File: src/common/lcd_pkg.sv
`default_nettype none

package lcd_pkg;

	// panel data bus, one byte per transfer
	typedef logic [7:0] lcd_data_t;

	// register block word address and bus data
	typedef logic [1:0]  wb_addr_t;
	typedef logic [31:0] wb_data_t;

	// one queued transfer, same layout as reg_write bits 9..0
	typedef struct packed {
		logic      rs;   // 0 = instruction, 1 = data
		logic      rw;   // driven out only, never sampled
		lcd_data_t data;
	} lcd_word_t;

	// init flags, same layout as reg_ctrl bits 6..0
	typedef struct packed {
		logic two_line;   // N bit of function set
		logic font_5x10;  // F bit of function set
		logic display_on; // D
		logic cursor_on;  // C
		logic blink_on;   // B
		logic increment;  // I/D of entry mode
		logic shift;      // S of entry mode
	} lcd_cfg_t;

	typedef enum logic [2:0] {
		st_powerup,    // panel supply settling
		st_wait_start, // idle until start bit
		st_init,       // four-command init sequence
		st_ready,      // waiting on the queue
		st_write       // one word on the pins
	} ctrl_state_t;

	// register word offsets
	localparam wb_addr_t reg_ctrl   = 2'd0;
	localparam wb_addr_t reg_status = 2'd1;
	localparam wb_addr_t reg_write  = 2'd2;

	// bit positions inside the registers
	localparam int ctrl_start_bit   = 8;
	localparam int stat_done_bit    = 0;
	localparam int stat_busy_bit    = 1;
	localparam int stat_full_bit    = 2;

	// delays in microseconds, scaled by cycles_per_us in the controller
	localparam int us_powerup    = 500;
	localparam int us_init_pulse = 10;
	localparam int us_gap_fset   = 50;
	localparam int us_gap_disp   = 50;
	localparam int us_gap_clear  = 200;
	localparam int us_gap_entry  = 100;
	localparam int us_wr_setup   = 1;  // e low before the pulse
	localparam int us_wr_pulse   = 13; // e high
	localparam int us_wr_total   = 50; // whole transfer

endpackage

`default_nettype wire

File: src/lcd/lcd_ctrl.sv
`timescale 1ns/1ps
`default_nettype none

module lcd_ctrl import lcd_pkg::*; #(
	parameter int cycles_per_us = 30
) (
	input  wire        clk,
	input  wire        reset,
	input  lcd_cfg_t   cfg,
	input  wire        start_req,
	output logic       init_done,
	output logic       busy,
	input  wire        valid,
	input  lcd_word_t  head,
	output logic       pop,
	output logic       e,
	output logic       rs,
	output logic       rw,
	output lcd_data_t  lcd_data
);

	// power-up is the longest interval the counter has to cover
	localparam int cw = $clog2(us_powerup * cycles_per_us);
	typedef logic [cw-1:0] cnt_t;

	localparam cnt_t powerup_last = cnt_t'(us_powerup * cycles_per_us - 1);
	localparam cnt_t init_pulse   = cnt_t'(us_init_pulse * cycles_per_us);
	localparam cnt_t wr_rise      = cnt_t'(us_wr_setup * cycles_per_us);
	localparam cnt_t wr_fall      = cnt_t'((us_wr_setup + us_wr_pulse) * cycles_per_us);
	localparam cnt_t wr_last      = cnt_t'(us_wr_total * cycles_per_us - 1);

	ctrl_state_t state;
	cnt_t        cnt;        // cycles within the current interval
	logic [1:0]  step;       // init command index
	logic        start_pend; // start seen during power-up
	lcd_cfg_t    cfg_q;
	lcd_word_t   word_q;

	// last count of each init step, pulse plus gap
	function automatic cnt_t step_last(input logic [1:0] s);
		int us;
		case (s)
			2'd0:    us = us_init_pulse + us_gap_fset;
			2'd1:    us = us_init_pulse + us_gap_disp;
			2'd2:    us = us_init_pulse + us_gap_clear;
			default: us = us_init_pulse + us_gap_entry;
		endcase
		return cnt_t'(us * cycles_per_us - 1);
	endfunction

	function automatic lcd_data_t init_cmd(input logic [1:0] s, input lcd_cfg_t c);
		lcd_data_t d;
		case (s)
			2'd0:    d = {4'b0011, c.two_line, c.font_5x10, 2'b00}; // function set
			2'd1:    d = {5'b00001, c.display_on, c.cursor_on, c.blink_on};
			2'd2:    d = 8'b0000_0001; // clear
			default: d = {6'b000001, c.increment, c.shift};
		endcase
		return d;
	endfunction

	assign pop  = (state == st_ready) && valid;
	assign busy = (state != st_ready) || pop;

	always_ff @(posedge clk) begin
		if (reset) begin
			state      <= st_powerup;
			cnt        <= '0;
			step       <= '0;
			start_pend <= 1'b0;
			init_done  <= 1'b0;
		end else begin
			case (state)
				st_powerup: begin
					if (start_req)
						start_pend <= 1'b1; // keep it until the wait ends
					if (cnt == powerup_last) begin
						cnt   <= '0;
						state <= st_wait_start;
					end else begin
						cnt <= cnt + 1'b1;
					end
				end
				st_wait_start: begin
					if (start_pend || start_req) begin
						start_pend <= 1'b0;
						step       <= '0;
						cnt        <= '0;
						state      <= st_init;
					end
				end
				st_init: begin
					if (cnt == step_last(step)) begin
						cnt <= '0;
						if (step == 2'd3) begin
							init_done <= 1'b1; // sticky until reset
							state     <= st_ready;
						end else begin
							step <= step + 1'b1;
						end
					end else begin
						cnt <= cnt + 1'b1;
					end
				end
				st_ready: begin
					if (valid) begin
						cnt   <= '0;
						state <= st_write;
					end
				end
				st_write: begin
					if (cnt == wr_last) begin
						cnt   <= '0;
						state <= st_ready;
					end else begin
						cnt <= cnt + 1'b1;
					end
				end
				default: state <= st_powerup;
			endcase
		end
	end

	// flags are frozen for the whole sequence
	always_ff @(posedge clk) begin
		if (state == st_wait_start && (start_pend || start_req))
			cfg_q <= cfg;
		if (pop)
			word_q <= head;
	end

	// pin drive, decoded from state and counter
	always_comb begin
		e        = 1'b0;
		rs       = 1'b0;
		rw       = 1'b0;
		lcd_data = '0;
		case (state)
			st_init: begin
				if (cnt < init_pulse) begin
					e        = 1'b1;
					lcd_data = init_cmd(step, cfg_q);
				end
			end
			st_write: begin
				rs       = word_q.rs;
				rw       = word_q.rw;
				lcd_data = word_q.data;
				e        = (cnt >= wr_rise) && (cnt < wr_fall);
			end
			default: ;
		endcase
	end

	// init pulses only before init_done, write pulses only after it
	a_e_state: assert property (@(posedge clk) disable iff (reset)
		e |-> (state == st_init && !init_done) || (state == st_write && init_done));

	// panel latches on the falling edge, so the bus must not move under e
	a_bus_stable: assert property (@(posedge clk) disable iff (reset)
		e && $past(e) |-> $stable({rs, rw, lcd_data}));

	// a pop hands the word straight to a single transfer
	a_pop_ready: assert property (@(posedge clk) disable iff (reset)
		pop |-> (state == st_ready) ##1 (state == st_write && !pop));

endmodule

`default_nettype wire

File: src/hw/lcd_cmd_fifo.sv
`timescale 1ns/1ps
`default_nettype none

module lcd_cmd_fifo import lcd_pkg::*; #(
	parameter int fifo_depth = 4
) (
	input  wire        clk,
	input  wire        reset,
	input  wire        push,
	input  lcd_word_t  push_word,
	output logic       full,
	input  wire        pop,
	output logic       valid,
	output lcd_word_t  head
);

	localparam int aw = (fifo_depth > 1) ? $clog2(fifo_depth) : 1;
	localparam int cntw = $clog2(fifo_depth + 1);

	typedef logic [aw-1:0]   ptr_t;
	typedef logic [cntw-1:0] count_t;

	localparam ptr_t   ptr_last  = ptr_t'(fifo_depth - 1);
	localparam count_t count_max = count_t'(fifo_depth);

	lcd_word_t mem [fifo_depth];
	ptr_t      wr_ptr;
	ptr_t      rd_ptr;
	count_t    count;

	assign full  = (count == count_max);
	assign valid = (count != '0);
	assign head  = mem[rd_ptr]; // oldest entry

	always_ff @(posedge clk) begin
		if (push)
			mem[wr_ptr] <= push_word;
	end

	always_ff @(posedge clk) begin
		if (reset) begin
			wr_ptr <= '0;
			rd_ptr <= '0;
			count  <= '0;
		end else begin
			if (push)
				wr_ptr <= (wr_ptr == ptr_last) ? '0 : wr_ptr + 1'b1;
			if (pop)
				rd_ptr <= (rd_ptr == ptr_last) ? '0 : rd_ptr + 1'b1;
			case ({push, pop})
				2'b10:   count <= count + 1'b1;
				2'b01:   count <= count - 1'b1;
				default: ; // both or neither
			endcase
		end
	end

	a_no_overflow: assert property (@(posedge clk) disable iff (reset) !(push && full));
	a_no_underflow: assert property (@(posedge clk) disable iff (reset) pop |-> valid);

endmodule

`default_nettype wire

File: src/hw/lcd_wb_regs.sv
`timescale 1ns/1ps
`default_nettype none

module lcd_wb_regs import lcd_pkg::*; (
	input  wire        clk,
	input  wire        reset,
	input  wire        cyc,
	input  wire        stb,
	input  wire        we,
	input  wb_addr_t   adr,
	input  wb_data_t   dat_i,
	output wb_data_t   dat_o,
	output logic       ack,
	output lcd_cfg_t   cfg,
	output logic       start_req,
	input  wire        init_done,
	input  wire        busy,
	output logic       push,
	output lcd_word_t  push_word,
	input  wire        full
);

	logic req;     // new request, not yet acked
	logic wr_fifo; // write aimed at the queue
	logic accept;  // request taken this clock

	assign req     = cyc && stb && !ack;
	assign wr_fifo = we && (adr == reg_write);
	// a queue write waits here while the queue is full
	assign accept  = req && !(wr_fifo && full);

	always_ff @(posedge clk) begin
		if (reset) begin
			ack       <= 1'b0;
			push      <= 1'b0;
			start_req <= 1'b0;
			cfg       <= '0;
		end else begin
			ack       <= accept;
			push      <= accept && wr_fifo; // lands with the ack
			start_req <= accept && we && (adr == reg_ctrl) && dat_i[ctrl_start_bit];
			if (accept && we && adr == reg_ctrl)
				cfg <= lcd_cfg_t'(dat_i[$bits(lcd_cfg_t)-1:0]);
		end
	end

	// payload registers
	always_ff @(posedge clk) begin
		if (accept && wr_fifo)
			push_word <= lcd_word_t'(dat_i[$bits(lcd_word_t)-1:0]);
		if (accept && !we) begin
			dat_o <= '0;
			case (adr)
				reg_ctrl: dat_o[$bits(lcd_cfg_t)-1:0] <= cfg;
				reg_status: begin
					dat_o[stat_done_bit] <= init_done;
					dat_o[stat_busy_bit] <= busy;
					dat_o[stat_full_bit] <= full;
				end
				default: ; // write-only or unmapped, reads zero
			endcase
		end
	end

	// ack follows an open cycle one clock later, master must still hold it
	a_ack_in_cycle: assert property (@(posedge clk) disable iff (reset)
		ack |-> cyc && stb);

endmodule

`default_nettype wire

File: src/hw/lcd_top.sv
`timescale 1ns/1ps
`default_nettype none

module lcd_top import lcd_pkg::*; #(
	parameter int cycles_per_us = 30,
	parameter int fifo_depth    = 4
) (
	input  wire        clk,
	input  wire        reset,
	input  wire        cyc,
	input  wire        stb,
	input  wire        we,
	input  wb_addr_t   adr,
	input  wb_data_t   dat_i,
	output wb_data_t   dat_o,
	output logic       ack,
	output logic       e,
	output logic       rs,
	output logic       rw,
	output lcd_data_t  lcd_data
);

	lcd_cfg_t  cfg;
	logic      start_req;
	logic      init_done;
	logic      busy;
	logic      push;
	lcd_word_t push_word;
	logic      full;
	logic      valid;
	lcd_word_t head;
	logic      pop;

	lcd_wb_regs u_regs (
		.clk       (clk),
		.reset     (reset),
		.cyc       (cyc),
		.stb       (stb),
		.we        (we),
		.adr       (adr),
		.dat_i     (dat_i),
		.dat_o     (dat_o),
		.ack       (ack),
		.cfg       (cfg),
		.start_req (start_req),
		.init_done (init_done),
		.busy      (busy),
		.push      (push),
		.push_word (push_word),
		.full      (full)
	);

	lcd_cmd_fifo #(
		.fifo_depth (fifo_depth)
	) u_fifo (
		.clk       (clk),
		.reset     (reset),
		.push      (push),
		.push_word (push_word),
		.full      (full),
		.pop       (pop),
		.valid     (valid),
		.head      (head)
	);

	lcd_ctrl #(
		.cycles_per_us (cycles_per_us)
	) u_ctrl (
		.clk       (clk),
		.reset     (reset),
		.cfg       (cfg),
		.start_req (start_req),
		.init_done (init_done),
		.busy      (busy),
		.valid     (valid),
		.head      (head),
		.pop       (pop),
		.e         (e),
		.rs        (rs),
		.rw        (rw),
		.lcd_data  (lcd_data)
	);

endmodule

`default_nettype wire

File: config.mk
export PLATFORM = sky130hd
export DESIGN_NAME = lcd_top
export DESIGN_NICKNAME = d
export VERILOG_FILES = /design/src/common/lcd_pkg.sv /design/src/lcd/lcd_ctrl.sv /design/src/hw/lcd_cmd_fifo.sv /design/src/hw/lcd_wb_regs.sv /design/src/hw/lcd_top.sv
export SDC_FILE = /design/constraint.sdc
export NUM_CORES = 1
export LEC_CHECK = 0
export ABC_AREA = 1
export BUFFER_PORTS_ARGS = -buffer_cell sky130_fd_sc_hd__buf_2
export CAP_MARGIN = 10
export CORE_MARGIN = 1
export CORE_UTILIZATION = 52
export CTS_CLUSTER_SIZE = 14
export DETAILED_ROUTE_END_ITERATION = 8
export PLACE_DENSITY = 0.72
export SLEW_MARGIN = 10
export SYNTH_ARGS = -nofsm -noshare
export SYNTH_HDL_FRONTEND = slang
export SYNTH_HIERARCHICAL = 1
export SYNTH_SLANG_ARGS = --single-unit
File: constraint.sdc
create_clock -name clk -period 2.3 [get_ports clk]
set_clock_uncertainty 0.05 [all_clocks]
set_input_delay 0.345 -clock clk [delete_from_list [all_inputs] [get_ports clk]]
set_output_delay 0.345 -clock clk [all_outputs]
set_load 0.01 [all_outputs]
==> metrics.md, run 1 <==
| Metric | Value |
|---|---|
| Outcome | finished, violations left |
| Failing checks | setup timing |
| Setup CP Type | reg2reg |
| CTS clk-pin slew, worst paths | 60 ps |
| Row Count | 37 |
| Worst setup SP type | register |
| Die W | 107 µm |
| TritonCTS clock tree | done |
| Synth cell types | 46 |
| Worst-path cell chain | inv_6 > ha_4 > o21ai_4 > inv_2 > ha_4 > inv_2 > nand2_2 > nand2_1 > nor2_1 > nand3_1 > nor2_1 > nand2_2 > nand2_2 > buf_6 > nand2_4 > a21oi_2 > nor3_1 |
| Worst endpoint required time | 2600 ps |
| Syn Inst Count | 634 |
| Worst skew pair latency | 500 ps |
| Syn. warnings | 6 |
| # setup viols final | 1 |
| Final setup margin | -6.23 ps |
| Hold Path Depth | 1 |
| Pwr dens | 891 nW/µm² |
| Max cap viols | 0 |
| Hpwl dp | 8170 µm |
| Worst path max stage delay | 390 ps |
| Type of destination of the critical path | register |
| Post-synthesis sequential area ratio | 0.527 |
| Fmax | 434 MHz |
| Hold WC Path Type | in2reg |
| Number of global-route vias before repair | 4,388 |
| Bufs on Longest Clock Path | 2 |
| Area share of fa/ha/maj cells after synthesis | 0.0406 |
| H-tree Lvls | 4 |
| CP Depth | 17 |
| Layout area overhead | 24.3% |
| Tmin final | 2310 ps |
| GRT Total Usage | 0.228 |
| DR vias/cell | 5.24 |
| Synthesized area per cell | 9.04 µm² |
| Worst IR Drop VDD | 0.439 mV |
| Core Area | 10,500 µm² |
| Hold Fails Final Rpt | 0 |
| Root Buffer Master | clkbuf_8 |
| Final wirelength | 12,700 µm |
| CP most frequent cell | nand2_2 |
| Worst slack, placed | -61.2 ps |
| Number of top-level pins | 83 |
| Total CTS buffers | 17 |
| Global-route wire length before repair | 20,100 µm |
| Die Height | 107 µm |
| Post-synth EDFFs | 74 |
| Routability-driven placement congestion ratio | 0.957 |
| Final hold slack | 49.3 ps |
| Total grt overflow | 0 |
| Post-Syn Area | 5730 µm² |
| CP delay by family, top | simple AND/OR/NAND/NOR gates |
| Slowest stage cell, crit path | dfxtp_4 |
| Period utilization | 1.00 |
| DR WL/cell | 14.6 µm |
| Cell count of the worst reg-to-reg path | 17 |
| Port Buffer Count | 35 |
| # clock sinks | 114 |
| Pleak | 3.00 nW |
| DRT iter0 DRCs | 276 |
| WP data arrival | 2610 ps |
| Max Slew Vio Count | 0 |
| Layout Utilization | 0.678 |
| Starting Density | 0.546 |
| Diodes inserted | 0 |
| Synth Area in XOR/XNOR | 0.0153 |
| Max-slew headroom | 0.595 |
| Buffer and inverter count on the worst path | 4 |
| Via count | 4,535 |
| DRC errors left | 0 |
| Sum Neg Setup Slack | -6.23 ps |
| Maximum net fanout on the critical path | 4 |
| Initial antenna violation count | 0 |
| Synth Area in Compound Gates | 0.0844 |
| Reg2Reg Setup Slack | -6 ps |
| Top_reg_cell synth | edfxtp_1 |
| Proportion of layout cells with a drive suffix above 1 | 0.283 |
| Die area | 11,500 µm² |
| Multiplexer share of the synthesized area | 0 |
| Simple logic cell fraction of the synthesized area | 0.211 |
| Post-route ant nets | 0 |
| Largest family of logic cells by synthesized area | simple AND/OR/NAND/NOR gates |
| Largest net degree at the start of global routing | 25 |
| Final nets | 773 |
| Post-synth ARST share | 0 |
| Register bit total from synthesis | 114 |
| Unrepaired setup endpoints after global routing | true |
| Worst-margin pin slew | 607 ps |
| Drt first pass iters | 5 |
[synth_stat cells (2+ instances only)]
master,instances,area (µm²)
edfxtp_1,74,2220
nor3_1,11,55.1
buf_2,7,35.0
xor2_1,9,78.8
inv_2,7,26.3
o22ai_1,10,62.6
ha_1,17,213
nor2_4,3,33.8
o21ai_0,18,90.1
nor2_1,79,297
nand4_1,12,75.1
o21ai_2,3,26.3
nand3_1,34,170
nand2_1,110,413
buf_6,6,67.6
nand2_4,2,22.5
o21ai_1,20,100
inv_1,90,338
dfxtp_1,40,801
a21oi_1,26,130
nor2_2,5,31.3
buf_4,27,203
[sequential cells by signal, indices dropped and copies added (netlist names), 2 cells and up, named ones only]
register / count
u_fifo/wr_ptr: 2
u_regs/dat_o: 7
u_regs/push_word: 10
u_ctrl/cnt: 14
u_regs/cfg: 7
u_ctrl/word_q: 10
u_fifo/mem: 40
u_ctrl/cfg_q: 7
u_fifo/count: 3
u_fifo/rd_ptr: 2
u_ctrl/step: 2
u_ctrl/state: 3
[layout make-up]
type                            count  area, µm²
Inverter                           97        374
Fill cell                         771       3380
Clock buffer                       17        414
Multi-Input combinational cell    404       2430
Sequential cell                   114       3050
Tap cell                          136        170
Clock inverter                     15        125
Timing Repair Buffer               82        569
[stage by stage]
stage | power [W] | std cells | cell area (µm²)
detailed placement | 0.00356 | 813 | 6040
global route | 0.00663 | 865 | 7130
finish | 0.00635 | 865 | 7130
CTS | 0.00598 | 858 | 6750
floorplan | 0.00318 | 658 | 5820
global placement | 0.00352 | 813 | 6040
[worst register-to-register path: stages, from the launching register on]
cell and delay (ps):
dfxtp_4 390, inv_6 50, ha_4 170, o21ai_4 160, inv_2 60, ha_4 260
inv_2 30, nand2_2 40, nand2_1 50, nor2_1 100, nand3_1 80, nor2_1 120
nand2_2 90, nand2_2 110, buf_6 130, nand2_4 60, a21oi_2 150, nor3_1 60
[cell usage in the layout (no fill, tap or decap), types with 12 or more instances in the layout]
cell type and n:
o21ai_0 13, edfxtp_1 74, a21oi_1 16, dfxtp_1 27, o21ai_1 23, nand2_1 105
clkbuf_16 16, conb_1 25, inv_1 78, nand3_2 13, buf_4 33, buf_2 35
inv_2 16, nor2_1 77, nand4_1 12, nand3_1 19
[report_power, final]
part           switching (W)  internal [W]
combinational       0.000993      0.000707
sequential         0.0000688       0.00223
clock               0.000997       0.00135
total                0.00206       0.00429
[cells by family (layout without fill, tap and decap cells)]
family                     count (synthesis)  in the layout
DFF                                      114            114
xor gates and xnor gates                  10             10
other                                      1             25
AOI/OAI and AO/OA                         86             86
and+or+nand+nor                          265            265
adders and majority gates                 18             18
buffers and inverters                    140            211
[final timing paths]
check,to,startpoint
worst max-delay path,u_ctrl/step[1]$_SDFFE_PP0P_,u_ctrl/step[0]$_SDFFE_PP0P_
worst min-delay path,u_regs/push_word[8]$_DFFE_PP_,dat_i[8]
worst max register to register,u_ctrl/step[1]$_SDFFE_PP0P_,u_ctrl/step[0]$_SDFFE_PP0P_
worst min register to register,u_ctrl/cfg_q[0]$_DFFE_PP_,u_regs/cfg[0]$_SDFFE_PP0P_
[timing repair]
item / 4_1_cts / 5_1_grt
buffers inserted: 4 / 6
hold endpoints to repair: 9 / 0
gates cloned: 0 / 1
hold buffers: 9 / 0
pin swaps: 6 / 20
setup endpoints to repair: 22 / 26
resized for setup: 21 / 84
[per-layer routing]
metal  wire length, µm  vias to the layer above  GRT usage
met5                 0                        -          0
met4               274                        0     0.0841
met3               529                       28     0.0511
met2              6430                      143      0.403
met1              5420                     2160      0.271
li1                  -                     2204          -
Power figures use the tool's default switching activity.
==> run 2, diff against run 1 <==
ABC_AREA = unset   (was 1)
CORE_UTILIZATION = 51   (was 52)
==> run 2 against run 1 <==
Net effect: the run still ends with setup timing left; wire length is 4.8% lower; register-to-register slack worse by 450 ps; final cell count down 19%; critical path depth down 7; maximum frequency is 16% lower; hold slack got worse by 27 ps; sequential share of layout area increased by 0.39 points; sequential cell count unchanged; area after synthesis is 5.3% lower; critical endpoint unchanged; largest cell class unchanged; highest routed layer unchanged.
==> metrics.md, run 2 <==
| Metric | Value |
|---|---|
| Outcome | finished, violations left |
| GRT Total Usage | 0.230 |
| Routability-driven placement congestion ratio | 0.859 |
| Post-Syn Area | 5430 µm² |
| # clock sinks | 114 |
| Hold Fails Final Rpt | 0 |
| Total grt overflow | 0 |
| Post-synth ARST share | 0 |
| Syn. warnings | 6 |
| Die Height | 105 µm |
| DR vias/cell | 5.35 |
| DR WL/cell | 17.1 µm |
| Failing checks | setup timing |
| DRC errors left | 0 |
| Worst-path cell chain | inv_6 > ha_4 > o21a_1 > ha_4 > xnor2_2 > nand4_1 > or4b_4 > nor4b_4 > mux2i_1 > nor2_1 |
| Core Area | 10,300 µm² |
| Max-slew headroom | 0.576 |
| CTS clk-pin slew, worst paths | 60 ps |
| H-tree Lvls | 4 |
| Biggest register | u_fifo/mem |
| Pwr dens | 770 nW/µm² |
| Port Buffer Count | 35 |
| Pleak | 2.79 nW |
| Commonest cells after routing, fill and taps aside | 74 x edfxtp_1, 58 x buf_4, 33 x buf_2 |
| Fmax | 363 MHz |
| Global-route wire length before repair | 19,000 µm |
| CP most frequent cell | ha_4 |
| Final nets | 611 |
| Root Buffer Master | clkbuf_8 |
| Maximum net fanout on the critical path | 4 |
| Layout Utilization | 0.683 |
| Type of destination of the critical path | register |
| Buffer and inverter count on the worst path | 1 |
| Synthesized area per cell | 12.1 µm² |
| Hpwl dp | 7830 µm |
| Reg2reg start | u_ctrl/step[0]$_SDFFE_PP0P_ |
| Worst-margin pin slew | 636 ps |
| Most instantiated cells after synthesis | 74 x edfxtp_1, 40 x dfxtp_1, 36 x nor2_1 |
| TritonCTS clock tree | done |
| Row Count | 37 |
| Commonest non-fill, non-tap cell in the layout | edfxtp_1 |
| Diodes inserted | 0 |
| Drt first pass iters | 4 |
| Largest registers | u_fifo/mem x40, u_ctrl/cnt x14 |
| Die W | 105 µm |
| Syn Inst Count | 449 |
| Top_reg_cell synth | edfxtp_1 |
| Area leader, netlist | edfxtp_1 |
| Setup CP Type | reg2reg |
| Bufs on Longest Clock Path | 2 |
| Top cells by area, synth | edfxtp_1 41%, dfxtp_1 15%, mux4_2 4.1% |
| Worst IR Drop VDD | 1.04 mV |
| Post-synthesis sequential area ratio | 0.557 |
| Via count | 3,758 |
| Post-synth EDFFs | 74 |
| Yosys top cell area share | 0.409 |
| Unrepaired setup endpoints after global routing | true |
| Total CTS buffers | 17 |
| CP delay by family, top | simple AND/OR/NAND/NOR gates |
| Largest net degree at the start of global routing | 33 |
| Worst path max stage delay | 590 ps |
| Register bit total from synthesis | 114 |
| Worst setup SP type | register |
| Worst endpoint required time | 2640 ps |
| Final wirelength | 12,000 µm |
| Slowest stage cell, crit path | or4b_4 |
| Initial antenna violation count | 0 |
| Layout area overhead | 29.9% |
| Die area | 11,100 µm² |
| Worst slack, placed | -602 ps |
| DRT iter0 DRCs | 200 |
| Tmin final | 2760 ps |
| Count leader, synth | edfxtp_1 |
| # setup viols final | 25 |
| WP data arrival | 3100 ps |
| Crit path launch | u_ctrl/step[0]$_SDFFE_PP0P_ |
| Worst skew pair latency | 510 ps |
| Hold WC Path Type | in2reg |
| Max reg flops | 40 |
| Period utilization | 1.20 |
| Sum Neg Setup Slack | -7840 ps |
| Number of global-route vias before repair | 3,806 |
| Synth cell types | 61 |
| Final setup margin | -458 ps |
| Max cap viols | 0 |
| Final hold slack | 22.7 ps |
| Post-route ant nets | 0 |
| Starting Density | 0.526 |
| Proportion of layout cells with a drive suffix above 1 | 0.351 |
| Worst hold start | dat_i[4] |
| Max Slew Vio Count | 0 |
| Number of top-level pins | 83 |
[run 2: changes by cell type after synthesis, moves of 13 or more]
cell,before,now
a21oi_1,26,10
nand3_1,34,9
inv_1,90,17
nor2_1,79,36
nand2_1,110,22
nand2b_1,0,15
clkbuf_1,1,14
mux2i_1,0,16
a22o_1,0,14
[run 2: metrics by stage]
stage / std cells / cell area, µm² / total power [W]
after floorplan: 473 / 5630 / 0.00263
after global placement: 655 / 6090 / 0.00279
after detailed placement: 655 / 6090 / 0.00281
after CTS: 698 / 6910 / 0.00543
after global routing: 703 / 7050 / 0.00562
final: 703 / 7050 / 0.00543
[run 2: timing repair]
| item | in CTS | in global routing |
|---|---|---|
| hold buffers | 6 | 1 |
| endpoints found under the hold margin | 6 | 1 |
| resized for setup | 33 | 26 |
| pin swaps | 26 | 24 |
| buffers inserted | 5 | 4 |
| setup endpoints to repair | 26 | 27 |
[run 2: power by group]
group          switching [W]  leakage, nW  internal, W  total [W]
Combinational       0.000359         1.50     0.000296   0.000655
Sequential         0.0000285         1.01      0.00219    0.00222
Clock               0.000901        0.277      0.00165    0.00255
[run 2: area by class of cell]
| type | instances | area [µm²] |
|---|---|---|
| tap | 136 | 170 |
| clock inverter | 12 | 158 |
| clock buffer | 20 | 425 |
| multi-input combinational | 297 | 2410 |
| fill | 743 | 3270 |
| sequential | 114 | 3040 |
| timing repair buffer | 107 | 772 |
| inverter | 17 | 71.3 |
[run 2: final timing paths]
path	endpoint	cells after the start	slack, ps
worst max-delay path	u_ctrl/step[1]$_SDFFE_PP0P_	10	-460
worst min register to register	u_ctrl/cfg_q[5]$_DFFE_PP_	0	390
worst max register to register	u_ctrl/step[1]$_SDFFE_PP0P_	10	-460
worst min-delay path	u_regs/push_word[4]$_DFFE_PP_	1	20
[run 2: cell families after synthesis]
| family | share of synthesized area |
|---|---|
| muxes | 0.0710 |
| and+or+nand+nor | 0.164 |
| adders and majority gates | 0.0429 |
| DFF | 0.557 |
| other | 0.000691 |
| buffers and inverters | 0.0655 |
| AOI/OAI and AO/OA | 0.0892 |
| xor gates and xnor gates | 0.00968 |
[run 2: routing by layer]
metal  routed length [µm]  GRT usage  vias to the layer above  part of all wire
li1                     -          -                     1811                 -
met1                 5010      0.269                     1820              0.42
met2                 6180      0.399                      105              0.51
met3                  529     0.0586                       22             0.044
met4                  332     0.0976                        0             0.028
met5                    0          0                        -                 0
